--- src/logic/amo_defines.svh ---
// Sizing macros shared by the AMO memory subsystem
// Include in any file that needs address, FIFO or SRAM dimensions

`ifndef AMO_DEFINES_SVH
`define AMO_DEFINES_SVH

// ----------------------------------------------------------------------
// Address map
// ----------------------------------------------------------------------

// Byte address, bits [2:0] pick a byte within the 64-bit word
`define AMO_ADDR_WIDTH 11

// ----------------------------------------------------------------------
// Storage sizes
// ----------------------------------------------------------------------

`define AMO_FIFO_DEPTH 4   // Request entries, 2, 4 or 8
`define AMO_SRAM_WORDS 256 // 64-bit words, 2**(AMO_ADDR_WIDTH-3)

`endif

--- src/logic/amo_pkg.sv ---
// Types shared by the AMO memory subsystem
// Referenced by scoped name from the FIFO, shim, ALU and top level

package amo_pkg;

    // ------------------------------------------------------------------
    // Atomic opcodes
    // ------------------------------------------------------------------

    // Encoding follows the core's AMO field, None marks a plain access
    typedef enum logic [3:0] {
        AmoNone = 4'h0,
        AmoSwap = 4'h1,
        AmoAdd  = 4'h2,
        AmoAnd  = 4'h3,
        AmoOr   = 4'h4,
        AmoXor  = 4'h5,
        AmoMax  = 4'h6,  // Signed
        AmoMaxu = 4'h7,  // Unsigned
        AmoMin  = 4'h8,  // Signed
        AmoMinu = 4'h9,  // Unsigned
        AmoCas  = 4'hA   // Compare in lower wdata half, swap in upper
    } amo_op_e;

    // ------------------------------------------------------------------
    // Shim sequencer
    // ------------------------------------------------------------------

    // Idle passes requests through
    // DoAmo owns the SRAM for the write-back cycle
    typedef enum logic {
        Idle  = 1'b0,
        DoAmo = 1'b1
    } shim_state_e;

endpackage

--- src/logic/req_fifo.sv ---
// Request FIFO between the host port and the AMO shim
// Host pushes with req/gnt, the shim pops the head through pop_i

`include "amo_defines.svh"

module req_fifo (
    input  logic                       clk_i,
    input  logic                       rst_ni,
    // Host side
    input  logic                       req_i,
    output logic                       gnt_o,
    input  logic [`AMO_ADDR_WIDTH-1:0] addr_i,
    input  amo_pkg::amo_op_e           amo_i,
    input  logic                       wen_i,    // 1 store, 0 load
    input  logic [63:0]                wdata_i,
    input  logic [7:0]                 be_i,
    // Shim side
    output logic                       valid_o,  // Head entry present
    input  logic                       pop_i,
    output logic [`AMO_ADDR_WIDTH-1:0] addr_o,
    output amo_pkg::amo_op_e           amo_o,
    output logic                       wen_o,
    output logic [63:0]                wdata_o,
    output logic [7:0]                 be_o
);

    localparam int unsigned Depth    = `AMO_FIFO_DEPTH;
    localparam int unsigned PtrWidth = $clog2(Depth);
    localparam int unsigned CntWidth = $clog2(Depth + 1);

    logic [`AMO_ADDR_WIDTH-1:0] addr_mem  [Depth];
    amo_pkg::amo_op_e           amo_mem   [Depth];
    logic                       wen_mem   [Depth];
    logic [63:0]                wdata_mem [Depth];
    logic [7:0]                 be_mem    [Depth];

    logic [PtrWidth-1:0] wr_ptr_q, rd_ptr_q;
    logic [CntWidth-1:0] count_q;
    logic                full, push, pop;

    assign full    = (count_q == CntWidth'(Depth));
    assign valid_o = (count_q != '0);
    assign gnt_o   = !full || pop_i;  // Full FIFO still takes a push while popping
    assign push    = req_i && gnt_o;
    assign pop     = pop_i && valid_o;

    assign addr_o  = addr_mem[rd_ptr_q];
    assign amo_o   = amo_mem[rd_ptr_q];
    assign wen_o   = wen_mem[rd_ptr_q];
    assign wdata_o = wdata_mem[rd_ptr_q];
    assign be_o    = be_mem[rd_ptr_q];

    // Entry storage
    always_ff @(posedge clk_i) begin
        if (push) begin
            addr_mem[wr_ptr_q]  <= addr_i;
            amo_mem[wr_ptr_q]   <= amo_i;
            wen_mem[wr_ptr_q]   <= wen_i;
            wdata_mem[wr_ptr_q] <= wdata_i;
            be_mem[wr_ptr_q]    <= be_i;
        end
    end

    // Pointers and occupancy
    always_ff @(posedge clk_i or negedge rst_ni) begin
        if (!rst_ni) begin
            wr_ptr_q <= '0;
            rd_ptr_q <= '0;
            count_q  <= '0;
        end else begin
            if (push) wr_ptr_q <= (wr_ptr_q == PtrWidth'(Depth - 1)) ? '0 : wr_ptr_q + 1'b1;
            if (pop)  rd_ptr_q <= (rd_ptr_q == PtrWidth'(Depth - 1)) ? '0 : rd_ptr_q + 1'b1;
            case ({push, pop})
                2'b10:   count_q <= count_q + 1'b1;
                2'b01:   count_q <= count_q - 1'b1;
                default: count_q <= count_q;
            endcase
        end
    end

endmodule

--- config.mk ---
export PLATFORM = sky130hd
export DESIGN_NAME = req_fifo
export DESIGN_NICKNAME = d
export VERILOG_FILES = /design/src/logic/amo_pkg.sv /design/src/logic/req_fifo.sv
export VERILOG_INCLUDE_DIRS = /design/src /design/src/logic
export SDC_FILE = /design/constraint.sdc
export NUM_CORES = 1
export LEC_CHECK = 0
export BUFFER_PORTS_ARGS = -buffer_cell sky130_fd_sc_hd__buf_2
export CAP_MARGIN = 5
export CORE_MARGIN = 8
export CORE_UTILIZATION = 55
export DETAILED_ROUTE_END_ITERATION = 7
export PLACE_DENSITY = 0.82
export SYNTH_ARGS = -nofsm -noshare
export SYNTH_HDL_FRONTEND = slang
export SYNTH_SLANG_ARGS = --single-unit
--- constraint.sdc ---
create_clock -name clk_i -period 3.9 [get_ports clk_i]
set_input_delay 0 -clock clk_i [delete_from_list [all_inputs] [get_ports clk_i]]
set_output_delay 0 -clock clk_i [all_outputs]
set_load 0.005 [all_outputs]
== Word level (Yosys, flattened, before mapping) ==
Memory sizes are Yosys's and may differ from the RTL's.
Cells that the tools add are included.

* Register bits: 7
* Bits in latches: 0
* RAM bits: 352
* ROM bits: 0
* Output and inout bits: 90
* Word-level logic and storage cells: 28
* Memories: 5

{| class="wikitable"
|+ Memory list
! memory !! depth !! width !! read ports !! clocked after memory_dff !! wr ports !! line !! source
|-
| wdata_mem || 4 || 64 || 1 || 0 || 1 || req_fifo.sv:34 || <nowiki>logic [63:0] wdata_mem [Depth];</nowiki>
|-
| addr_mem || 4 || 11 || 1 || 0 || 1 || req_fifo.sv:31 || <nowiki>logic [`AMO_ADDR_WIDTH-1:0] addr_mem [Depth];</nowiki>
|-
| be_mem || 4 || 8 || 1 || 0 || 1 || req_fifo.sv:35 || <nowiki>logic [7:0] be_mem [Depth];</nowiki>
|-
| amo_mem || 4 || 4 || 1 || 0 || 1 || req_fifo.sv:32 || <nowiki>amo_pkg::amo_op_e amo_mem [Depth];</nowiki>
|-
| wen_mem || 4 || 1 || 1 || 0 || 1 || req_fifo.sv:33 || <nowiki>logic wen_mem [Depth];</nowiki>
|}

* $add $sub $neg: 4
* Multipliers: 0
* Div/mod/pow operators: 0
* $lt $le $gt $ge: 0
* Eq/ne operators: 5
* Shift-type cells: 0
* Mux-type cells: 5
* Bitwise operators: 0
* Reduce and logical (&&, ||, !) cells: 6

{| class="wikitable"
|+ Operators with widths
! kind !! number
|-
| equality test 2 bit, second input constant || 3
|-
| one-hot mux 3 bit (2 select lines) || 1
|-
| adder 2 x 1 -> 2 bit, second input constant || 2
|-
| two-way mux 2 bit || 2
|-
| adder 3 x 1 -> 3 bit, second input constant || 1
|-
| equality test 3 bit, second input constant || 1
|-
| nonzero test 3 bit || 1
|-
| subtractor 3 x 1 -> 3 bit, second input constant || 1
|-
| equality test 2 x 1 -> 1 bit, second input constant || 1
|-
| logical AND 1 bit || 2
|-
| two-way mux 1 bit || 2
|-
| nonzero test 2 bit || 1
|-
| logical NOT 1 bit || 1
|-
| logical OR 1 bit || 1
|}

== Logic depth before layout (Yosys ltp) ==
Gate-level depths: netlist of the first run.

* Depth in word-level cells: 6
* Mapped depth: 10
* Mapped depth without buffers: 9

== Worst setup path after synthesis of the first run ==
OpenSTA, ideal clock, no wires.

* Path type: register -> register
* Start point: reg count_q[2]
* End point: mem addr_mem[0][0] (netlist name), enable pin
* Library setup time: 0.457 ns
* Data arrival time: 2.787 ns
* Setup slack: 0.656 ns
* Cell stages (with the launch flop): 4
* Buffers on the path: 1
* Clock period less this slack: 3.244 ns
* Cell sequence: dfrtp_1 > or4b_1 > buf_2 > and3_1

* Word-level cells in the longest chain between the ends: 6

{| class="wikitable"
|+ RTL lines
! what !! line !! source
|-
| start: declaration || req_fifo.sv:38 || <nowiki>logic [CntWidth-1:0] count_q;</nowiki>
|-
| start signal: assignment || req_fifo.sv:74 || <nowiki>2'b10: count_q <= count_q + 1'b1;</nowiki>
|-
| start signal: assignment || req_fifo.sv:75 || <nowiki>2'b01: count_q <= count_q - 1'b1;</nowiki>
|-
| start signal: assignment || req_fifo.sv:76 || <nowiki>default: count_q <= count_q;</nowiki>
|-
| equality test 3 bit || req_fifo.sv:41 || <nowiki>assign full = (count_q == CntWidth'(Depth));</nowiki>
|-
| logical NOT 1 bit || req_fifo.sv:43 || <nowiki>assign gnt_o = !full || pop_i;</nowiki>
|-
| logical OR 1 bit || req_fifo.sv:43 ||
|-
| named net gnt_o || req_fifo.sv:11 || <nowiki>output logic gnt_o,</nowiki>
|-
| logical AND 1 bit || req_fifo.sv:44 || <nowiki>assign push = req_i && gnt_o;</nowiki>
|-
| two-way mux 1 bit || req_fifo.sv:55 || <nowiki>if (push) begin</nowiki>
|-
| two-way mux 1 bit (not written as such) || req_fifo.sv:56 || <nowiki>addr_mem[wr_ptr_q] <= addr_i;</nowiki>
|-
| end: declaration || req_fifo.sv:31 ||
|}

The timed path passes the listed nets, and every way through them passes these cells.

== Final worst setup path of the first run ==
* Start point: reg count_q[0]
* End point: reg count_q[2]

* Word-level cells in the longest chain between the ends: 6

{| class="wikitable"
|+ RTL lines
! what !! line !! source
|-
| equality test 3 bit || req_fifo.sv:41 ||
|-
| logical NOT 1 bit || req_fifo.sv:43 ||
|-
| logical OR 1 bit || req_fifo.sv:43 ||
|-
| logical AND 1 bit || req_fifo.sv:44 ||
|-
| equality test 2 x 1 -> 1 bit or equality test 2 bit (tied branches) || req_fifo.sv:73 || <nowiki>case ({push, pop})</nowiki>
|-
| one-hot mux 3 bit (2 select lines) or nonzero test 2 bit (tied branches) || -- ||
|}

Parallel ways exist; a longest one is shown, timed or not.
A chain may end at the register's enable or synchronous reset.

==> flow_metrics.py, run 1 <==
metrics = {
    "outcome": {
        "status": "complete, no violations",
    },
    "setup_path": {
        "start_kind": "flip-flop",
        "critical-path-top-delay-family": "simple AND/OR/NAND/NOR gates",
        "arrival_ns": 3.01,
        "r2r-end": "count_q[2]",
        "crit_required_ns": 4.31,
        "cp-end-kind": "flip-flop",
        "r2r_slack_ns": 1.31,
        "cp_max_fo": 8,
        "path_cells": "or4b_1, and2_4, inv_1, ha_1, inv_1, fa_1, xor2_1, nor2_1, xor2_1",
        "crit_type": "reg -> reg",
        "crit_slowest_cell": "or4b_1",
        "reg2reg_from": "count_q[0]",
        "rr_worst_depth": 9,
        "slowest_delay_ns": 0.69,
        "path_buf_inv": 2,
    },
    "routing": {
        "wl_per_cell_um": 22.6,
        "drcViolationCount": 0,
        "wl_mm": 26.0,
        "first_pass_iters": 4,
        "drtIter0Drc": 427,
        "vias": 6364,
        "ant_nets": 0,
        "via_per_inst": 5.53,
    },
    "yosys": {
        "synth_top_family_by_area": "multiplexers",
        "avgSynthCellArea_um2": 26.0,
        "synthTopCellsByArea": "edfxtp_1, mux4_2, dfrtp_1",
        "synthAdderAreaFrac_pct": 0.726,
        "yosys.area_share.simple_pct": 0.573,
        "synth_top_cell_area_share_pct": 80.7,
        "ys_types": 21,
        "synthXorXnorAreaFrac_pct": 0.201,
        "yosys.area.top_type": "edfxtp_1",
        "synth.net_count": 602,
        "syn_area_um2": 13100,
        "ys_warn_count": 0,
        "muxShareOfSynthArea_pct": 15.4,
        "synth-compound-area-share_pct": 0.134,
        "ys_ff_latch": 359,
        "yosysSeqAreaShare_pct": 82.0,
        "synth_cells": 503,
    },
    "global_route": {
        "antenna_found_initial": 0,
        "grt_pass1_wl_mm": 40.8,
        "grt_pass1_vias": 7171,
        "grt-ovfl-total": 0,
        "groute.usage.overall_pct": 18.4,
        "grt_max_degree": 71,
    },
    "place": {
        "place.gp.congestion": 0.823,
        "numPortBuffers": 181,
        "place_area_um2": 14400,
        "dp_hpwl_mm": 15.1,
    },
    "sta": {
        "fin_skew_ns": 0.0123,
        "max_slew_margin_pct": 28.6,
        "hold_viol": 0,
        "rsz0062_at_grt": "false",
        "setup_viol": 0,
        "setup_tns_ns": 0,
        "holdWs_ns": 0.248,
        "final.min_clock_period_ns": 2.59,
        "worst_slew_pin_slew_ns": 1.07,
        "finalCritPeriodShare_pct": 66.5,
        "fmax_mhz": 385,
        "slew_violations": 0,
    },
    "clocking": {
        "cts_sinks": 359,
        "cts_buffers": 36,
        "worstSkewPairLatency_ns": 0.50,
        "clkSlewWorstSetupHoldPaths_ns": 0.06,
        "cts.path.max_buffers": 3,
        "clockRootBuffer": "clkbuf_16",
        "htreeDepth": 2,
        "cts_tree": "built",
    },
    "power_and_ir_drop": {
        "leakage_nw": 5.77,
        "powerDensity_nw_per_um2": 721,
        "ir_drop_mv": 0.576,
    },
    "floorplanning": {
        "design.core.area_um2": 23400,
        "initial_utilization_pct": 56.0,
        "die_h_um": 170,
        "top_level_ports": 182,
        "fp.dieW_um": 170,
        "dieArea_um2": 29000,
        "fp-row-count": 56,
    },
    "finish": {
        "design_area_um2": 16600,
        "final_common_cell": "edfxtp_1",
        "drive_gt1_share_pct": 41.8,
        "fillCellCount": 1387,
        "syn2layout_area_growth_pct": 26.6,
        "mostFrequentLayoutCells": "edfxtp_1, buf_2, dlygate4sd3_1",
        "nets": 902,
    },
    "worst_hold_path": {
        "min-delay-start": "wdata_i[24]",
        "min_to": "wdata_mem[1][24]",
        "min_path_type": "in -> reg",
        "worstHoldPathCells": 2,
    },
    "flow_run": {
        "maxCapViolCount": 0,
    },
}
-- cell families (layout without fill, tap and decap cells) --
group | after synthesis | after routing
flip-flops | 359 | 359
multiplexers | 91 | 91
buffers and inverters | 28 | 356
AND/OR/NAND/NOR | 13 | 13
adder cells (fa/ha/maj) | 7 | 7
XOR/XNOR | 3 | 3
AO/OA/AOI/OAI | 2 | 2
other | 0 | 1
-- routing by layer --
| layer | track usage, % | up-vias | share of wire (%) |
|---|---|---|---|
| met5 | 0 | - | 0 |
| met4 | 6.18 | 0 | 2.3 |
| met1 | 22.8 | 3296 | 38 |
| met2 | 31.9 | 252 | 52 |
| li1 | - | 2766 | - |
| met3 | 4.15 | 50 | 7.3 |
-- layout make-up --
type	count	area, um2	share of cell area [%]
Antenna cell	1	2.50	0.0151
Clock buffer	45	976	5.89
Sequential cell	359	10800	64.9
Tap cell	319	399	2.41
Clock inverter	21	236	1.43
Timing Repair Buffer	283	1940	11.7
Multi-Input combinational cell	116	2250	13.6
Inverter	7	26.3	0.158
-- state kept, by name, summed over array words and instances, names as in the netlist --
name / count
wdata_mem: 256
addr_mem: 44
be_mem: 32
amo_mem: 16
wen_mem: 4
count_q: 3
rd_ptr_q: 2
wr_ptr_q: 2
-- timing repair --
item,4_1_cts,5_1_grt
hold buffers,92,0
endpoints found under the setup margin,0,0
buffers inserted,0,0
endpoints found under the hold margin,363,0
gates resized for setup,0,0
-- where the power goes --
| part | switching (mW) | leakage [nW] | total (mW) | internal, mW |
|---|---|---|---|---|
| clock | 1.34 | 0.601 | 3.46 | 2.11 |
| combinational | 1.43 | 1.86 | 3.03 | 1.60 |
| sequential | 0.420 | 3.31 | 5.48 | 5.06 |
| total | 3.19 | 5.77 | 12.0 | 8.77 |
-- cells in the mapped netlist --
cell,n
mux2i_1,1
nor2_1,3
nand3_1,2
or3_1,1
or4b_1,1
mux2_2,2
fa_1,1
edfxtp_1,352
ha_1,6
dfrtp_1,7
and2_4,1
buf_4,1
nand2_1,1
xor2_1,2
inv_1,7
xnor2_1,1
and3_1,4
mux4_2,88
buf_2,13
o21ai_2,2
clkbuf_1,7
-- stage by stage --
| step | util [%] | cells | total power [mW] | worst slack, ns |
|---|---|---|---|---|
| 2_1_floorplan | - | 503 | 7.26 | 0.656 |
| 3_3_place_gp | 61.7 | 992 | 8.40 | 1.50 |
| 3_5_place_dp | 61.7 | 992 | 8.55 | 1.29 |
| 4_1_cts | 70.8 | 1150 | 12.1 | 1.25 |
| 5_1_grt | 70.8 | 1150 | 12.5 | 1.14 |
| 6_report | 70.9 | 1151 | 12.0 | 1.31 |
-- worst max-delay path by stage --
| stage | startpoint | endpoint | slack (ns) | depth (start not counted) |
|---|---|---|---|---|
| 2_1_floorplan | count_q[2] | addr_mem[0][0] | 0.66 | 3 |
| 3_3_place_gp | count_q[0] | count_q[2] | 1.50 | 9 |
| 3_5_place_dp | count_q[0] | count_q[2] | 1.29 | 9 |
| 4_1_cts | rd_ptr_q[0] | wdata_o[0] | 1.25 | 3 |
| 5_1_grt | rd_ptr_q[0] | be_o[1] | 1.14 | 3 |
| 6_report | count_q[0] | count_q[2] | 1.31 | 9 |
No activity file was read; power rests on OpenSTA's default activity.
==> run 2: changes to the inputs <==
Settings changed: ABC_AREA from default to 1, PLACE_DENSITY 0.82 to 0.81.
Clock period 3.9 ns to 2.4 ns, I/O delays scaled along.
==> flow_metrics.py, run 2 <==
metrics = {
    "outcome": {
        "status": "complete, no violations",
    },
    "sta": {
        "fmax_mhz": 473,
        "max_slew_margin_pct": 63.6,
        "slew_violations": 0,
        "hold_viol": 0,
        "worst_slack_ns": 0.284,
        "setup_viol": 0,
        "rsz0062_at_grt": "false",
        "finalCritPeriodShare_pct": 88.1,
        "worst_slew_pin_slew_ns": 0.545,
        "final.min_clock_period_ns": 2.12,
        "fin_skew_ns": 0.0155,
    },
    "global_route": {
        "grt_pass1_vias": 9101,
        "grt.met3_usage_pct": 4.14,
        "antenna_found_initial": 1,
        "use_met1_pct": 21.9,
        "busiest_layer": "met2",
        "grt-ovfl-total": 0,
        "groute.usage.overall_pct": 18.4,
        "grt_pass1_wl_mm": 46.1,
        "grt_max_degree": 96,
        "grt_util_met2_pct": 32.4,
    },
    "finish": {
        "nets": 1458,
        "final_common_cell": "edfxtp_1",
        "mostFrequentLayoutCells": "edfxtp_1, nand2_1, inv_1",
        "drive_gt1_share_pct": 19.7,
        "largest_reg_flops": 256,
        "final_util_pct": 69.0,
        "regMostFlops": "wdata_mem",
        "reg.largest.list": "wdata_mem x256, addr_mem x44, be_mem x32",
        "syn2layout_area_growth_pct": 24.4,
        "design_area_um2": 17800,
        "layoutNonFillerInstCount": 1720,
    },
    "floorplanning": {
        "design.core.area_um2": 25800,
        "initial_utilization_pct": 55.5,
        "top_level_ports": 182,
        "fp.dieW_um": 177,
        "fp-row-count": 59,
        "die_h_um": 177,
        "dieArea_um2": 31400,
    },
    "setup_path": {
        "crit_slowest_cell": "dfrtp_4",
        "crit_required_ns": 2.40,
        "critical-path-top-delay-family": "flip-flops",
        "slowest_delay_ns": 0.68,
        "crit_type": "reg -> out",
        "path_buf_inv": 2,
        "arrival_ns": 2.12,
        "path_cells": "buf_4, a21oi_1, o21ai_0, nand2_1, buf_2",
        "cp_max_fo": 41,
        "start_kind": "flip-flop",
        "cp-end-kind": "primary output",
    },
    "power_and_ir_drop": {
        "fin_total_pwr_mw": 20.8,
        "powerDensity_nw_per_um2": 1170,
        "leakage_nw": 7.11,
        "ir_drop_mv": 0.863,
    },
    "yosys": {
        "netlist_top_cells_count": "edfxtp_1, nand2_1, inv_1, a21oi_1, o211ai_1",
        "synthArstFlopShare_pct": 1.95,
        "ys_ff_latch": 359,
        "synth_cells": 1087,
        "syn_area_um2": 14300,
        "synthTopCellsByArea": "edfxtp_1, nand2_1, inv_1",
        "avgSynthCellArea_um2": 13.1,
        "ys_warn_count": 0,
        "ys_types": 20,
        "synth_edf_count": 352,
        "synth_ff_type": "edfxtp_1",
        "synth_most_common_cell": "edfxtp_1",
        "synth_top_cell_area_share_pct": 74.0,
        "synth.net_count": 1186,
        "yosys.area.top_type": "edfxtp_1",
        "yosysSeqAreaShare_pct": 75.2,
    },
    "routing": {
        "drcViolationCount": 0,
        "wl_per_cell_um": 17.1,
        "drtIter0Drc": 786,
        "vias": 9036,
        "wl_mm": 29.4,
        "ant_nets": 0,
        "first_pass_iters": 5,
        "via_per_inst": 5.25,
    },
    "place": {
        "pre_cts_ws_ns": 0.503,
        "dp_hpwl_mm": 16.7,
        "placed_cells": 1564,
        "numPortBuffers": 181,
        "place_area_um2": 15600,
        "place.gp.congestion": 0.789,
    },
    "clocking": {
        "cts-resized-gates": 0,
        "htreeDepth": 2,
        "clkSlewWorstSetupHoldPaths_ns": 0.06,
        "cts_tree": "built",
        "worstSkewPairLatency_ns": 0.50,
        "cts_sinks": 359,
        "cts_buffers": 36,
        "clockRootBuffer": "clkbuf_16",
        "cts.path.max_buffers": 3,
    },
    "worst_hold_path": {
        "min_path_type": "in -> reg",
    },
    "flow_run": {
        "maxCapViolCount": 0,
    },
}
==> run 2: kinds of logic after synthesis <==
family                     Yosys count  share of synthesized area [%]
AOI/OAI and AO/OA                  265                           11.2
xor gates and xnor gates             1                         0.0613
adders and majority gates            7                          0.665
buffers and inverters              248                           7.42
DFF                                359                           75.2
and+or+nand+nor                    207                           5.50
==> run 2: power breakdown <==
part / switching [mW] / leakage, nW / total (mW) / internal (mW)
Combinational: 4.02 / 3.20 / 6.45 / 2.43
Clock: 2.15 / 0.594 / 5.73 / 3.57
Sequential: 0.453 / 3.31 / 8.65 / 8.20
==> run 2: timing repair <==
item | CTS | global route
endpoints found under the hold margin | 363 | 0
buffers inserted | 0 | 0
hold buffers | 92 | 0
==> run 2: path summary, 6_finish.rpt <==
path                               endpoint         from  cells after the start  slack, ns
setup / recovery                   amo_o[2]  rd_ptr_q[0]                      5       0.28
hold / removal             wdata_mem[1][11]  wdata_i[11]                      2       0.25
min in group asynchronous        count_q[2]       rst_ni                      3       0.47
setup reg to reg                 count_q[2]   count_q[0]                     10       0.40
max in group asynchronous       rd_ptr_q[1]       rst_ni                      3       1.65
hold reg to reg                  count_q[2]   count_q[2]                      2       0.50
==> run 2: through the flow <==
stage               TNS (ns)  hold slack [ns]
floorplan              -5.10           -0.296
global placement           0           -0.160
detailed placement         0           -0.157
CTS                        0            0.229
global route               0            0.241
finish                     0            0.253
==> run 2: area by class of cell <==
type	instances	area, um2
Sequential cell	359	10800
Fill cell	1645	7980
Multi-Input combinational cell	480	2530
Timing Repair Buffer	293	2150
Clock buffer	45	956
Inverter	189	709
Tap cell	335	419
Clock inverter	18	263
Antenna cell	1	2.50
==> run 2: routing by layer <==
| metal | wire length, um | vias to the layer above |
|---|---|---|
| met5 | 0 | - |
| met4 | 756 | 0 |
| met3 | 2160 | 61 |
| met2 | 15000 | 327 |
| met1 | 11500 | 4330 |
| li1 | - | 4318 |
==> run 3: changes to the inputs <==
Settings changed: PLACE_DENSITY 0.81 to 0.76.
==> flow_metrics.py, run 3 (synthesized netlist as in run 2, its figures left out) <==
metrics = {
    "outcome": {
        "status": "complete, no violations",
    },
    "clocking": {
        "hold_buffers": 92,
        "cts_sinks": 359,
        "clkSlewWorstSetupHoldPaths_ns": 0.06,
        "cts-resized-gates": 0,
        "cts.path.max_buffers": 3,
        "postCtsSetupBuffers": 0,
        "worstSkewPairLatency_ns": 0.50,
        "htreeDepth": 2,
        "cts_tree": "built",
        "clockRootBuffer": "clkbuf_16",
        "cts_buffers": 36,
    },
    "setup_path": {
        "startpoint": "rd_ptr_q[0]",
        "crit_slowest_cell": "dfrtp_4",
        "crit_required_ns": 2.40,
        "cp-end-kind": "primary output",
        "crit_top_cell": "nand2_1",
        "cp_max_fo": 42,
        "path_cells": "buf_4, nand2_1, o211ai_1, nand2_1, buf_2",
        "reg2reg_from": "count_q[0]",
        "slowest_delay_ns": 0.76,
        "arrival_ns": 2.17,
        "crit_type": "reg -> out",
        "start_kind": "flip-flop",
    },
    "routing": {
        "first_pass_iters": 5,
        "drtIter0Drc": 553,
        "ant_nets": 0,
        "wl_mm": 28.5,
        "via_per_inst": 5.14,
        "drcViolationCount": 0,
        "wl_per_cell_um": 16.6,
        "vias": 8837,
    },
    "finish": {
        "drive_gt1_share_pct": 19.2,
        "reg.largest.list": "wdata_mem x256, addr_mem x44, be_mem x32",
        "syn2layout_area_growth_pct": 23.6,
        "nets": 1456,
        "final_util_pct": 68.6,
        "design_area_um2": 17700,
        "regMostFlops": "wdata_mem",
        "mostFrequentLayoutCells": "edfxtp_1, nand2_1, inv_1",
        "largest_reg_flops": 256,
        "final_common_cell": "edfxtp_1",
    },
    "global_route": {
        "grt_pass1_vias": 9009,
        "grt_max_degree": 97,
        "groute.usage.overall_pct": 18.2,
        "grt_pass1_wl_mm": 45.4,
        "grt-ovfl-total": 0,
        "antenna_found_initial": 1,
    },
    "floorplanning": {
        "die_h_um": 177,
        "initial_utilization_pct": 55.5,
        "fp-row-count": 59,
        "top_level_ports": 182,
        "dieArea_um2": 31400,
        "design.core.area_um2": 25800,
        "fp.dieW_um": 177,
    },
    "place": {
        "place_area_um2": 15600,
        "numPortBuffers": 181,
        "dp_hpwl_mm": 16.2,
        "place.gp.congestion": 0.765,
    },
    "sta": {
        "setup_viol": 0,
        "worst_slew_pin_slew_ns": 0.520,
        "rsz0062_at_grt": "false",
        "max_slew_margin_pct": 65.3,
        "finalCritPeriodShare_pct": 90.5,
        "hold_viol": 0,
        "slew_violations": 0,
        "fmax_mhz": 461,
        "final.min_clock_period_ns": 2.17,
        "fin_skew_ns": 0.0149,
    },
    "power_and_ir_drop": {
        "ir_drop_mv": 0.687,
        "leakage_nw": 7.04,
        "powerDensity_nw_per_um2": 1150,
    },
    "flow_run": {
        "maxCapViolCount": 0,
    },
    "worst_hold_path": {
        "min-delay-start": "be_i[1]",
        "min_path_type": "in -> reg",
    },
}
run 3: area by class of cell:
cell class,count,area [um2]
antenna,1,2.50
clock buffer,52,992
clock inverter,12,136
fill,1742,8100
inverter,189,709
multi-input combinational,480,2530
sequential,359,10800
tap,335,419
timing repair buffer,291,2120
run 3: per-stage QoR:
stage          setup slack, ns  TNS [ns]  hold slack, ns  power (mW)  cells
2_1_floorplan          -0.0304     -5.10          -0.296        12.6   1087
3_5_place_dp             0.539         0          -0.155        15.0   1562
6_report                 0.229         0           0.253        20.3   1719
4_1_cts                  0.210         0           0.226        20.5   1718
3_3_place_gp             0.552         0          -0.159        14.8   1562
5_1_grt                 0.0760         0           0.236        21.5   1719
run 3: final timing paths:
path	end	slack, ns	cells after the start
min	be_mem[2][1]	0.25	2
max in group asynchronous	rd_ptr_q[0]	1.63	3
min reg2reg	count_q[0]	0.51	1
max	amo_o[1]	0.23	5
min in group asynchronous	count_q[1]	0.46	3
max reg2reg	count_q[2]	0.51	10
run 3: critical path, delay by kind of cell, from the launching register on:
kind | cells | cell delay (ns)
AO/OA/AOI/OAI | 1 | 0.12
buffers and inverters | 2 | 0.58
flip-flops | 1 | 0.76
AND/OR/NAND/NOR | 2 | 0.20
run 3: power by group:
group,internal (mW),switching (mW),leakage [nW]
logic,2.38,4.01,3.19
registers,8.19,0.395,3.31
clock network,3.20,2.14,0.543
run 3: layer usage:
metal	vias up	wire length, um	part of all wire (%)	track usage [%]
li1	4324	-	-	-
met1	4208	11200	39	21.1
met2	257	14900	52	33.4
met3	48	1860	6.5	4.14
met4	0	528	1.9	4.76
met5	-	0	0	0
