$ cat config.mk
export PLATFORM = sky130hd
export DESIGN_NAME = amo_shim
export DESIGN_NICKNAME = d
export VERILOG_FILES = /design/src/logic/amo_pkg.sv /design/src/logic/amo_alu.sv /design/src/logic/amo_shim.sv
export VERILOG_INCLUDE_DIRS = /design/src /design/src/logic
export SDC_FILE = /design/constraint.sdc
export NUM_CORES = 1
export LEC_CHECK = 0
export ABC_AREA = 1
export BUFFER_PORTS_ARGS = -buffer_cell sky130_fd_sc_hd__buf_2
export CAP_MARGIN = 20
export CORE_MARGIN = 1
export CORE_UTILIZATION = 30
export DETAILED_ROUTE_END_ITERATION = 8
export SLEW_MARGIN = 20
export SYNTH_ARGS = -nofsm -noshare
export SYNTH_HDL_FRONTEND = slang
export SYNTH_SLANG_ARGS = --single-unit
$ cat constraint.sdc
create_clock -name clk_i -period 13.3 [get_ports clk_i]
set_input_delay 1.33 -clock clk_i [delete_from_list [all_inputs] [get_ports clk_i]]
set_output_delay 1.33 -clock clk_i [all_outputs]
set_load 0.05 [all_outputs]
$ cat src/logic/amo_defines.svh
// Sizing macros shared by the AMO memory subsystem
// Include in any file that needs address, FIFO or SRAM dimensions

`ifndef AMO_DEFINES_SVH
`define AMO_DEFINES_SVH

// ----------------------------------------------------------------------
// Address map
// ----------------------------------------------------------------------

// Byte address, bits [2:0] pick a byte within the 64-bit word
`define AMO_ADDR_WIDTH 11

// ----------------------------------------------------------------------
// Storage sizes
// ----------------------------------------------------------------------

`define AMO_FIFO_DEPTH 4   // Request entries, 2, 4 or 8
`define AMO_SRAM_WORDS 256 // 64-bit words, 2**(AMO_ADDR_WIDTH-3)

`endif

$ cat src/logic/amo_pkg.sv
// Types shared by the AMO memory subsystem
// Referenced by scoped name from the FIFO, shim, ALU and top level

package amo_pkg;

    // ------------------------------------------------------------------
    // Atomic opcodes
    // ------------------------------------------------------------------

    // Encoding follows the core's AMO field, None marks a plain access
    typedef enum logic [3:0] {
        AmoNone = 4'h0,
        AmoSwap = 4'h1,
        AmoAdd  = 4'h2,
        AmoAnd  = 4'h3,
        AmoOr   = 4'h4,
        AmoXor  = 4'h5,
        AmoMax  = 4'h6,  // Signed
        AmoMaxu = 4'h7,  // Unsigned
        AmoMin  = 4'h8,  // Signed
        AmoMinu = 4'h9,  // Unsigned
        AmoCas  = 4'hA   // Compare in lower wdata half, swap in upper
    } amo_op_e;

    // ------------------------------------------------------------------
    // Shim sequencer
    // ------------------------------------------------------------------

    // Idle passes requests through
    // DoAmo owns the SRAM for the write-back cycle
    typedef enum logic {
        Idle  = 1'b0,
        DoAmo = 1'b1
    } shim_state_e;

endpackage

$ cat src/logic/amo_alu.sv
// Combinational 32-bit ALU for atomic memory operations
// Returns the value the shim writes back over the old half-word

module amo_alu (
    input  amo_pkg::amo_op_e op_i,
    input  logic [31:0]      mem_i,      // Old value from SRAM
    input  logic [31:0]      operand_i,  // Host operand or CAS compare value
    input  logic [31:0]      swap_i,     // CAS replacement value
    output logic [31:0]      result_o
);

    logic        signed_cmp;
    logic        subtract;
    logic [32:0] adder_a;
    logic [32:0] adder_b;
    logic [32:0] sum;
    logic        less;   // mem_i < operand_i
    logic        equal;

    // ------------------------------------------------------------------
    // Shared adder
    // ------------------------------------------------------------------

    // Signed compares need the sign bit copied into bit 32
    assign signed_cmp = (op_i == amo_pkg::AmoMax) || (op_i == amo_pkg::AmoMin);
    // Everything except Add compares by subtraction
    assign subtract   = (op_i != amo_pkg::AmoAdd);

    assign adder_a = {signed_cmp & mem_i[31], mem_i};
    assign adder_b = subtract ? ~{signed_cmp & operand_i[31], operand_i}
                              : {1'b0, operand_i};

    // Carry-in of one completes the two's complement negation
    assign sum = adder_a + adder_b + {32'b0, subtract};

    assign less  = sum[32];
    assign equal = (sum == '0);

    // ------------------------------------------------------------------
    // Result select
    // ------------------------------------------------------------------

    always_comb begin
        result_o = mem_i;  // None leaves memory as it was
        unique case (op_i)
            amo_pkg::AmoSwap: result_o = operand_i;
            amo_pkg::AmoAdd:  result_o = sum[31:0];
            amo_pkg::AmoAnd:  result_o = mem_i & operand_i;
            amo_pkg::AmoOr:   result_o = mem_i | operand_i;
            amo_pkg::AmoXor:  result_o = mem_i ^ operand_i;
            amo_pkg::AmoMax,
            amo_pkg::AmoMaxu: begin
                result_o = less ? operand_i : mem_i;
            end
            amo_pkg::AmoMin,
            amo_pkg::AmoMinu: begin
                result_o = less ? mem_i : operand_i;
            end
            amo_pkg::AmoCas: begin
                // Swap only on a match
                result_o = equal ? swap_i : mem_i;
            end
            default: result_o = mem_i;
        endcase
    end

endmodule

$ cat src/logic/amo_shim.sv
// Sequencer that runs loads, stores and atomics against the SRAM bank
// Plain accesses pass straight through, an AMO adds a write-back cycle

`include "amo_defines.svh"

module amo_shim (
    input  logic                       clk_i,
    input  logic                       rst_ni,
    // Request side
    input  logic                       in_req_i,
    output logic                       in_gnt_o,
    input  logic [`AMO_ADDR_WIDTH-1:0] in_addr_i,
    input  amo_pkg::amo_op_e           in_amo_i,
    input  logic                       in_wen_i,
    input  logic [63:0]                in_wdata_i,
    input  logic [7:0]                 in_be_i,
    // SRAM side
    output logic                       out_req_o,
    output logic [`AMO_ADDR_WIDTH-1:0] out_addr_o,
    output logic                       out_wen_o,
    output logic [63:0]                out_wdata_o,
    output logic [7:0]                 out_be_o,
    input  logic [63:0]                out_rdata_i,
    // Response
    output logic                       rvalid_o,
    output logic [63:0]                rdata_o
);

    amo_pkg::shim_state_e state_q, state_d;

    // AMO context captured with the read
    amo_pkg::amo_op_e           amo_op_q;
    logic [`AMO_ADDR_WIDTH-1:0] addr_q;
    logic [31:0]                operand_q;
    logic [31:0]                swap_q;
    logic                       upper_q;

    logic        start_amo;
    logic        read_grant;
    logic        rvalid_q;
    logic [31:0] old_word;
    logic [31:0] amo_result;

    assign start_amo  = (state_q == amo_pkg::Idle) && in_req_i
                     && (in_amo_i != amo_pkg::AmoNone);
    // An AMO is a read regardless of wen
    assign read_grant = in_req_i && in_gnt_o
                     && (!in_wen_i || (in_amo_i != amo_pkg::AmoNone));

    assign old_word = upper_q ? out_rdata_i[63:32] : out_rdata_i[31:0];

    amo_alu i_amo_alu (
        .op_i      (amo_op_q),
        .mem_i     (old_word),
        .operand_i (operand_q),
        .swap_i    (swap_q),
        .result_o  (amo_result)
    );

    // ------------------------------------------------------------------
    // SRAM port mux
    // ------------------------------------------------------------------

    always_comb begin
        in_gnt_o    = in_req_i;
        out_req_o   = in_req_i;
        out_addr_o  = in_addr_i;
        out_wen_o   = in_wen_i;
        out_wdata_o = in_wdata_i;
        out_be_o    = in_be_i;
        rdata_o     = out_rdata_i;
        state_d     = state_q;

        unique case (state_q)
            amo_pkg::Idle: begin
                if (start_amo) begin
                    out_wen_o = 1'b0;  // Read old value first
                    state_d   = amo_pkg::DoAmo;
                end
            end
            amo_pkg::DoAmo: begin
                // Write-back owns the port for this cycle
                in_gnt_o    = 1'b0;
                out_req_o   = 1'b1;
                out_addr_o  = addr_q;
                out_wen_o   = 1'b1;
                out_be_o    = upper_q ? 8'b1111_0000 : 8'b0000_1111;
                out_wdata_o = upper_q ? {amo_result, 32'b0} : {32'b0, amo_result};
                rdata_o     = upper_q ? {old_word, 32'b0} : {32'b0, old_word};
                state_d     = amo_pkg::Idle;
            end
            default: state_d = amo_pkg::Idle;
        endcase
    end

    assign rvalid_o = rvalid_q;

    always_ff @(posedge clk_i or negedge rst_ni) begin
        if (!rst_ni) begin
            state_q  <= amo_pkg::Idle;
            rvalid_q <= 1'b0;
        end else begin
            state_q  <= state_d;
            rvalid_q <= read_grant;  // Data is back one cycle later
        end
    end

    always_ff @(posedge clk_i) begin
        if (start_amo) begin
            amo_op_q  <= in_amo_i;
            addr_q    <= in_addr_i;
            operand_q <= in_be_i[0] ? in_wdata_i[31:0] : in_wdata_i[63:32];
            swap_q    <= in_wdata_i[63:32];
            upper_q   <= in_be_i[4];
        end
    end

endmodule

== After elaboration in Yosys (flattened, before gate mapping) ==
Cells that the tools add are included.
Word-level totals
  bits of input ports: 155
  memory bits (writable): 0
  bits in latches: 0
  logic and storage cells: 58
  flip-flop bits (word level): 82
  memories kept: 0
  ROM bits: 0
Cells by class
  div/mod/pow operators: 0
  bitwise gates (word level): 7
  reduce and logical (&&, ||, !) cells: 11
  shift-type cells: 0
  add/subtract/negate cells: 2
  $lt $le $gt $ge: 0
  mux-type cells: 20
  equal/unequal tests: 11
  $mul: 0
Operators by type and width (number)
  64-bit two-way mux: 4
  32-bit case mux with 8 select lines: 1
  32-bit two-way mux: 5
  33-bit by 1-bit adder with 33-bit output: 1
  33-bit adder: 1
  33-bit logical NOT: 1
  33-bit two-way mux: 1
  33-bit NOT: 1
  32-bit AND: 1
  32-bit OR: 1
  32-bit XOR: 1
  4-bit by 3-bit == test with 1-bit output (second input constant): 4
  8-bit two-way mux: 2
  4-bit == test (second input constant): 3
  11-bit two-way mux: 1
  4-bit by 2-bit == test with 1-bit output (second input constant): 2
  4-bit by 1-bit == test with 1-bit output (second input constant): 1
  1-bit logical AND: 4
  1-bit two-way mux: 4
  4-bit by 2-bit inequality test with 1-bit output (second input constant): 1
  1-bit case mux with 2 select lines: 2
  4-bit nonzero test: 1
  2-bit OR reduction: 2
  1-bit AND: 2
  other kinds (3): 4

== Depth between registers and ports, before layout ==
Gate-level depths: netlist of run 1.
  depth in word-level cells: 12
  mapped depth: 31
  depth with buffers taken out: 27

== Modules after synthesis ==
A second synthesis of run 1 with hierarchy kept.
Second synthesis, totals
  cell total of the unflattened synthesis: 1974
  area, all modules: 11852.6 sq um
Modules (own cells, without submodules)
  amo_alu: instances 1, cells each 1371, area each 7141.8 sq um
  amo_shim: instances 1, cells each 603, area each 4710.8 sq um

== Least setup slack after synthesis of run 1 ==
OpenSTA, ideal clock, no wires.
  path kind: input -> output
  from: input in_req_i
  to: output out_wen_o
  buffers on the path: 0
  stages on the path: 5
  data arrival time: 6.816 ns
  data required time: 11.970 ns
  path slack: 5.154 ns
  path through: inv_1 > nor2_1 > inv_1 > nor2_1 > nor2_1
Between the ends
  word-level cells in the longest chain between the ends: 4
Ends and longest elaborated chain
  start: declaration: line amo_shim.sv:10  | input logic in_req_i,
  1-bit logical AND: line amo_shim.sv:44  | assign start_amo = (state_q == amo_pkg::Idle) && in_req_i
  1-bit logical AND: line amo_shim.sv:45  | && (in_amo_i != amo_pkg::AmoNone);
  net start_amo: line amo_shim.sv:38  | logic start_amo;
  1-bit two-way mux: line amo_shim.sv:76  | if (start_amo) begin
  1-bit case mux with 2 select lines: line amo_shim.sv:74  | unique case (state_q)
  end: declaration: line amo_shim.sv:20  | output logic out_wen_o,
The timed path passes the listed nets, and every way through them passes these cells.

== Worst setup path after layout of run 1 ==
  from: input out_rdata_i[16]
  to: output out_wdata_o[16]
Between the ends
  word-level cells in the longest chain between the ends: 8
  elaborated cells on any way between the ends: 13
  classes of those cells: 2 x add/sub; 7 x mux; 3 x bitwise; 1 x reduce/logical
Ends and longest elaborated chain
  start: declaration: line amo_shim.sv:23  | input logic [63:0] out_rdata_i,
  32-bit two-way mux (*): line amo_shim.sv:50  | assign old_word = upper_q ? out_rdata_i[63:32] : out_rdata_i[31:0];
  33-bit adder: line amo_alu.sv:34  | assign sum = adder_a + adder_b + {32'b0, subtract};
  33-bit by 1-bit adder with 33-bit output: line amo_alu.sv:34
  33-bit logical NOT: line amo_alu.sv:37  | assign equal = (sum == '0);
  32-bit two-way mux: line amo_alu.sv:61  | result_o = equal ? swap_i : mem_i;
  32-bit case mux with 8 select lines (*): line amo_alu.sv:45  | unique case (op_i)
  64-bit two-way mux (*): line amo_shim.sv:88  | out_wdata_o = upper_q ? {amo_result, 32'b0} : {32'b0, amo_result};
  64-bit two-way mux (*): line amo_shim.sv:74
  end: declaration: line amo_shim.sv:21  | output logic [63:0] out_wdata_o,
Mark *: on every way between the ends. The rest lies on a longest branch, timed or not.

==> metrics.cfg, run 1 <==
[run_status]
run_status=finished clean

[clock_network]
tritoncts_buffers=9
tritoncts=built
clock_sinks=82
maximum_count_of_clock_buffers_along_a_single_path=2
post-cts-setup-buffer-count=0
cts_hold_buffers=0
clk-insertion-delay-late_ns=0.35
h-tree-depth=3
clk_pin_slew_worst_paths_ns=0.07
postCtsResizedCells=0
clk_root_buffer_cell=clkbuf_16

[pwr]
p_per_area_mw_per_mm2=94.3
power.clock.fraction=0.193
internal_pwr_total_uw=627
sw_share=0.504
power.combinational.fraction=0.557
switching_pwr_uw=638
power.share.sequential=0.250
leakage_nw=7.37
irDropWorstVdd_uv=72.5

[logic_synthesis]
synthesis.yosys.warnings=0
synth-seq-area-share=0.219
number_of_enable_type_register_cells_in_the_synthesized_netlist=80
syn_area_per_cell_um2=6.15
synth.cell_area_mm2=0.0112
post-synth-top-area-cell=edfxtp_1
synth.net_count=2080
yosysTopAreaCellShare=0.214
flip_flop_and_latch_count_after_synthesis=82
synth_async_sr_flop_share=0.0244
synthDistinctLibCells=44
yosysMostFrequentCell=nand2_1
synthesis.instances=1825
yosys-top-cells-count=598 x nand2_1, 300 x inv_1, 187 x nor2_1, 141 x nand3_1, 99 x ha_1
leading_post_synthesis_cells_by_cell_area=edfxtp_1 21%, nand2_1 20%, ha_1 11%
synth_top_flop_cell=edfxtp_1

[route]
route.vias.total=12800
drt_pass1_iterations=5
initialDrtViolationCount=962
routed_wire_length_per_instance_um=17.1
routed_via_density=5.01
finalWirelength_um=43700
final_antenna_net_count=0
route.detailed.drc=0

[layout]
final_area_mm2=0.0134
layout.filler_cells=3964
layout.nets=2335
layout-drive-gt1-share=0.191
antenna_cells=0
areaGrowthSynthToFinish_pct=19.7

[setup_path]
path_common_cell=nand2_1
critPathArrivalTime_ns=6.35
crit_chain=buf_2, inv_1, o21ai_0, ha_1, a21oi_1, nand2_1, a21oi_1, nor2_1, nor2_1, nand2_1, nand2_1, nand2_1, nor2_1, nand3_1, nor2_4, nand3_4, nand2_1, nand3_1, nand2_1, nand3_1, nand2_1, buf_2
crit_path_top_delay_cell=o21ai_0
timing.critical_path.fanout_max=33
worstSetupStartpointType=input port
timing.critical_path.required_ns=11.97
end_kind=primary output
critical_path.max_stage_delay_ns=0.76
timing.setup.critical_path_class=input port to primary output

[sta]
worst_pin_slew_ns=1.11
layout_worst_path_cycle_share=0.578
timing.setup.tns_ns=0
final_max_slew_viol_count=0
finClkSkew_ns=0.00899
rsz0062_at_grt=no
final_hold_viols=0
fmax_mhz=130
slew-limit-headroom=0.251
setup_violations=0
post-route-min-period_ns=7.68

[die]
die_h_um=195
die_x_um=195
design.portCount=306
floorplan.core_area_mm2=0.0367
fp.dieArea_mm2=0.0382
initial_core_util=0.306
num_rows=70

[placement]
routabilityCongestion=0.901
post-dp-hpwl_um=34800
numPortBuffers=305
detailed_place.area_mm2=0.0131

[global_route]
grt_start_max_net_pins=81
number_of_antenna_violations_at_the_first_check_in_global_routing=0
grt-ovfl-total=0
grt_pass1_vias=12000
grt_first_pass_wirelength_um=66900
grt_usage=0.224

[worst_hold_path]
worst_hold_path_type=input port to async pin

[run]
maxCapViolCount=0

==> cell usage in the layout (no fill, tap or decap), types with 7 or more instances in the layout <==
cell       count
ha_1          99
clkbuf_16      9
buf_2        305
mux2_2        32
a2111oi_0     21
nor2_1       185
nand4_1       40
buf_4         16
inv_1        300
a221oi_1       9
a211oi_1      25
xor2_1        31
inv_2          9
edfxtp_1      80
o2111ai_1      7
o21ai_0       76
a21oi_1       34
nor3_1        11
nand3_1      141
nand2_1      597
==> power groups by stage <==
stage          combinational (mW)  clock [mW]  sequential [mW]
2_1_floorplan               0.492           0            0.318
3_3_place_gp                0.693           0            0.321
3_5_place_dp                0.696           0            0.321
4_1_cts                     0.700       0.250            0.316
5_1_grt                     0.769       0.257            0.318
6_report                    0.705       0.245            0.316
==> sequential cells by signal, summed over array words and instances, names as in the netlist <==
register   count
upper_q        1
state_q        1
rvalid_o       1
amo_op_q       4
operand_q     32
addr_q        11
swap_q        32
==> logic make-up after synthesis <==
kind of cell / synth area share
XOR/XNOR: 0.0266
AO/OA/AOI/OAI: 0.104
flip-flops: 0.219
AND/OR/NAND/NOR: 0.371
multiplexers: 0.0321
buffers and inverters: 0.135
adder cells (fa/ha/maj): 0.112
==> through the flow <==
stage | power, mW | cells | setup slack (ns) | hold slack (ns) | utilization
final | 1.27 | 2553 | 5.62 | 0.754 | 0.366
after global routing | 1.34 | 2553 | 5.12 | 0.743 | 0.366
after CTS | 1.27 | 2553 | 5.66 | 0.740 | 0.366
after detailed placement | 1.02 | 2537 | 5.66 | 1.12 | 0.358
after global placement | 1.01 | 2537 | 5.70 | 1.12 | 0.358
after floorplan | 0.810 | 1825 | 5.15 | 1.03 | -
==> critical path, delay by kind of cell <==
family	cells	cell delay, ns
compound gates	3	1.20
fa+ha+maj	1	0.43
buf+inv	3	0.39
simple gates	15	2.95
==> final timing paths <==
| check | start | depth (start not counted) | end | slack (ns) |
|---|---|---|---|---|
| setup / recovery | out_rdata_i[16] | 22 | out_wdata_o[16] | 5.62 |
| hold / removal | rst_ni | 1 | state_q | 0.75 |
| setup reg to reg | state_q | 4 | operand_q[1] | 10.80 |
| hold reg to reg | state_q | 3 | rvalid_o | 1.23 |
| max in group asynchronous | rst_ni | 1 | rvalid_o | 12.45 |
| min in group clk_i | in_addr_i[2] | 1 | addr_q[2] | 1.17 |
==> final cells by class <==
cell class	count	area (µm²)	area share
Tap cell	468	586	0.0436
Timing Repair Buffer	321	1650	0.123
Clock buffer	11	253	0.0188
Inverter	310	1160	0.0867
Multi-Input combinational cell	1356	7280	0.543
Clock inverter	5	38.8	0.00289
Sequential cell	82	2450	0.183
==> metal layers <==
metal / global-route usage / part of all wire
met1: 0.322 / 0.47
met2: 0.360 / 0.44
met3: 0.0254 / 0.074
met4: 0.0382 / 0.0084
met5: 0 / 0
Note: power is estimated with default switching activity, not from simulation.
==> run 2, diff against run 1 <==
Clock period 13.3 ns to 6.8 ns, I/O delays scaled along.
==> run 2 against run 1 <==
Sequential share of layout area is 0.075 points lower. Wire length grew 2.3%. Combinational power rose by 97%. Core utilization is 0.15 points higher. Via count rose by 0.55%. Critical path type is now flop to primary output. Critical endpoint is now out_wdata_o[19]. Largest power group unchanged.
==> metrics.cfg, run 2 (synthesized netlist as in run 1, its figures left out) <==
[run_status]
run_status=finished clean

[sta]
final_max_slew_viol_count=0
post-route-min-period_ns=5.95
slew-limit-headroom=0.267
worst_pin_slew_ns=1.10
timing.setup.tns_ns=0
hold_slack_ns=0.113
final_hold_viols=0
fmax_mhz=168
finClkSkew_ns=0.00783
rsz0062_at_grt=no
setup_violations=0
layout_worst_path_cycle_share=0.875

[die]
floorplan.core_area_mm2=0.0367
die_h_um=195
design.portCount=306
fp.dieArea_mm2=0.0382
initial_core_util=0.306
die_x_um=195
num_rows=70

[clock_network]
clk_pin_slew_worst_paths_ns=0.06
post-cts-setup-buffer-count=0
tritoncts_buffers=9
clk_root_buffer_cell=clkbuf_16
cts_hold_buffers=0
clock_sinks=82
tritoncts=built
maximum_count_of_clock_buffers_along_a_single_path=2
h-tree-depth=3
clk-insertion-delay-late_ns=0.34
postCtsResizedCells=0

[route]
routed_via_density=5.02
final_antenna_net_count=0
drt_pass1_iterations=5
met3_length_um=2830
route.detailed.drc=0
wirelength_met1_um=21900
route.vias.total=12900
initialDrtViolationCount=923
top_layer_used=met5
routed_wire_length_per_instance_um=17.4
detailroute.wirelength.met2_um=19400
finalWirelength_um=44700

[pwr]
p_per_area_mw_per_mm2=184
switching_pwr_mw=1.25
internal_pwr_total_mw=1.23
sw_share=0.503
leakage_nw=7.41
power.share.sequential=0.250
power.clock.fraction=0.190
irDropWorstVdd_uv=156
power.combinational.fraction=0.560

[layout]
layout.nets=2343
layout-drive-gt1-share=0.193
highest_count_cells_in_the_layout_ignoring_fill_and_taps=597 x nand2_1, 305 x buf_2, 300 x inv_1
antenna_cells=0
registers_with_the_highest_flip_flop_counts=operand_q x32, swap_q x32, addr_q x11
layout.cells.most_common=nand2_1
areaGrowthSynthToFinish_pct=20.2
finalNonFillerCells=2561

[global_route]
grt_pass1_vias=12300
number_of_antenna_violations_at_the_first_check_in_global_routing=1
grt_first_pass_wirelength_um=68900
grt_usage=0.231
grt-ovfl-total=0
grt_start_max_net_pins=81

[setup_path]
r2r_cells=4
reg_to_reg_startpoint=state_q
critPathArrivalTime_ns=5.27
timing.critical_path.required_ns=6.12
crit_path_top_delay_cell=o21ai_0
end_kind=primary output
critical_path.max_stage_delay_ns=0.78
crit_chain=buf_4, o21ai_0, ha_1, nand2_1, inv_1, nand2_1, nand2_1, a21oi_1, nor2_1, nor2_1, nand2_1, nand2_1, nand2_1, nor2_1, nand2_1, nor2_4, nand3_4, buf_12, nand2_1, nand3_1, nand2_1, nand3_1, nand2_1, buf_2
timing.reg2reg.setup_slack_ns=4.39
timing.setup.critical_path_class=flop to primary output
timing.rr.end=swap_q[0]
worstSetupStartpointType=flop
timing.critical_path.fanout_max=24
path_common_cell=nand2_1

[run]
maxCapViolCount=0

[placement]
post-dp-hpwl_um=35600
numPortBuffers=305
dpl.cell_count=2545
routabilityCongestion=0.981

[worst_hold_path]
worst_hold_path_type=input port to async pin

## run 2: cell types whose count changed in the layout (fill, tap and decap cells not counted), sizes merged
cell,before,now
clkinv,5,3
buf,321,329
clkinvlp,1,0
clkbuf,11,14
## run 2: stage by stage
step	utilization	power (mW)	cell area, µm²	setup slack, ns
2_1_floorplan	-	1.58	11200	1.58
5_1_grt	0.367	2.64	13500	0.381
4_1_cts	0.367	2.48	13500	0.809
6_report	0.367	2.48	13500	0.853
3_3_place_gp	0.360	2.00	13200	1.18
3_5_place_dp	0.360	2.00	13200	1.19
## run 2: cell type report
| cell class | instances | area, µm² |
|---|---|---|
| Clock buffer | 14 | 264 |
| Clock inverter | 2 | 13.8 |
| Fill cell | 3974 | 23200 |
| Inverter | 310 | 1160 |
| Multi-Input combinational cell | 1356 | 7280 |
| Sequential cell | 82 | 2450 |
| Tap cell | 468 | 586 |
| Timing Repair Buffer | 329 | 1720 |
## run 2: metal layers
metal  track usage  vias to the layer above
met5             0                        -
met2         0.360                      517
met4        0.0440                        2
met3        0.0271                       40
met1         0.340                     5934
li1              -                     6374
## run 2: worst max path at each step
stage	start	to	slack [ns]	cells after the start
2_1_floorplan	in_req_i	out_wen_o	1.58	5
3_3_place_gp	upper_q	out_wdata_o[19]	1.18	24
3_5_place_dp	upper_q	out_wdata_o[19]	1.19	22
4_1_cts	upper_q	out_wdata_o[19]	0.81	24
5_1_grt	upper_q	out_wdata_o[19]	0.38	24
6_report	upper_q	out_wdata_o[19]	0.85	24
## run 2: power by group through the flow
stage,Combinational (mW),Clock (mW),Sequential (mW)
floorplan,0.962,0,0.621
global placement,1.37,0,0.630
detailed placement,1.37,0,0.631
CTS,1.38,0.480,0.621
global route,1.51,0.499,0.625
finish,1.39,0.471,0.621
## run 2: worst max-delay path: cells and delay by family, from the launching register on
family,cells,cell delay (ns)
and+or+nand+nor,17,1.83
buffers and inverters,4,0.91
adders and majority gates,1,0.46
AOI/OAI and AO/OA,2,1.04
DFF,1,0.68
==> run 3, diff against run 2 <==
Settings changed: RECOVER_POWER set to 50.
==> run 3 against run 2 <==
The flow now finishes with violations (capacitance limit, slew limit). Global-route usage unchanged. Total power about the same. Combinational power about the same. Sequential power up 0.6%. Sequential cell count unchanged. Highest routed layer unchanged.
==> metrics.cfg, run 3 (synthesized netlist as in run 1, its figures left out) <==
[route]
finalWirelength_um=44800
initialDrtViolationCount=947
final_antenna_net_count=0
route.detailed.drc=0
route.vias.total=12900
routed_via_density=5.03
routed_wire_length_per_instance_um=17.5
drt_pass1_iterations=5

[clock_network]
cts_hold_buffers=0
post-cts-setup-buffer-count=0
tritoncts=built
clk-insertion-delay-late_ns=0.34
tritoncts_buffers=9
clock_sinks=82
h-tree-depth=3
postCtsResizedCells=0
maximum_count_of_clock_buffers_along_a_single_path=2
clk_pin_slew_worst_paths_ns=0.06
clk_root_buffer_cell=clkbuf_16

[layout]
layout.nets=2343
seqCellArea_mm2=0.00245
highest_count_cells_in_the_layout_ignoring_fill_and_taps=597 x nand2_1, 300 x inv_1, 260 x buf_2
layout-drive-gt1-share=0.167
areaGrowthSynthToFinish_pct=19.6
registers_with_the_highest_flip_flop_counts=operand_q x32, swap_q x32, addr_q x11
layout.filler_cells=3998
layout.cells.most_common=nand2_1
antenna_cells=0
area_taken_by_multi_input_logic_gates_mm2=0.00728

[worst_hold_path]
worst_hold_path_type=input port to async pin

[die]
fp.dieArea_mm2=0.0382
floorplan.core_area_mm2=0.0367
design.portCount=306
die_x_um=195
die_h_um=195
initial_core_util=0.306
num_rows=70

[sta]
setup_violations=0
slew-limit-headroom=-2.11
layout_worst_path_cycle_share=0.884
post-route-min-period_ns=6.01
rsz0062_at_grt=no
timing.setup.tns_ns=0
setup_slack_ns=0.789
fmax_mhz=166
final_max_slew_viol_count=115
final_hold_viols=0
finClkSkew_ns=0.00795
worst_pin_slew_ns=4.66

[global_route]
grt_usage=0.231
grt_pass1_vias=12300
number_of_antenna_violations_at_the_first_check_in_global_routing=1
grt_start_max_net_pins=81
grt_first_pass_wirelength_um=68900
grt-ovfl-total=0

[run]
maxCapViolCount=2

[setup_path]
critPathArrivalTime_ns=5.33
timing.reg2reg.setup_slack_ns=1.83
r2r_cells=4
end_kind=primary output
timing.rr.end=swap_q[0]
timing.setup.critical_path_class=flop to primary output
reg_to_reg_startpoint=state_q
timing.critical_path.required_ns=6.12
timing.critical_path.fanout_max=24
worstSetupStartpointType=flop

[placement]
placement.setup.worst_slack_ns=1.19
routabilityCongestion=0.981
numPortBuffers=305
post-dp-hpwl_um=35600

[pwr]
p_per_area_mw_per_mm2=185
irDropWorstVdd_uv=157
leakage_nw=7.28

[run_status]
violations=capacitance limit, slew limit
run_status=finished with violations

[run 3: how the worst max path moves through the flow]
stage | cells after the start | end | start
after floorplan | 5 | out_wen_o | in_req_i
after global placement | 24 | out_wdata_o[19] | upper_q
after detailed placement | 22 | out_wdata_o[19] | upper_q
after CTS | 24 | out_wdata_o[19] | upper_q
after global routing | 24 | out_wdata_o[19] | upper_q
final | 24 | out_wdata_o[19] | upper_q
[run 3: metal layers]
layer | track usage | vias up | routed length [µm]
met3 | 0.0271 | 42 | 2890
li1 | - | 6376 | -
met1 | 0.340 | 5936 | 22000
met5 | 0 | - | 13
met2 | 0.360 | 515 | 19400
met4 | 0.0440 | 2 | 543
[run 3: cell type report]
cell class	instances	share of cell area
Clock buffer	14	0.0197
Clock inverter	2	0.00103
Inverter	310	0.0868
Multi-Input combinational cell	1356	0.543
Sequential cell	82	0.183
Tap cell	468	0.0437
Timing Repair Buffer	329	0.123
[run 3: power by group]
part	internal [mW]	leakage (nW)	switching (mW)
sequential	0.600	0.784	0.0251
combinational	0.362	6.36	1.02
clock	0.268	0.137	0.202
[run 3: through the flow]
step | std cells | hold slack (ns) | cell area [µm²] | util | power, mW
2_1_floorplan | 1825 | 0.384 | 11200 | - | 1.58
3_3_place_gp | 2545 | 0.470 | 13200 | 0.360 | 2.00
3_5_place_dp | 2545 | 0.473 | 13200 | 0.360 | 2.00
4_1_cts | 2561 | 0.0966 | 13500 | 0.367 | 2.48
5_1_grt | 2561 | 0.111 | 13400 | 0.365 | 2.63
6_report | 2561 | 0.116 | 13400 | 0.365 | 2.48
[run 3: critical path: stages (launching register included)]
cell and delay (ns):
edfxtp_1 0.68, buf_4 0.34, o21ai_0 0.82, ha_1 0.46, nand2_1 0.16, inv_1 0.08, nand2_1 0.07, nand2_1 0.06
a21oi_1 0.27, nor2_1 0.08, nor2_1 0.13, nand2_1 0.07, nand2_1 0.05, nand2_1 0.11, nor2_1 0.12, nand2_1 0.12
nor2_4 0.16, nand3_4 0.17, buf_12 0.22, nand2_1 0.06, nand3_1 0.07, nand2_1 0.13, nand3_1 0.16, nand2_1 0.11
buf_2 0.26
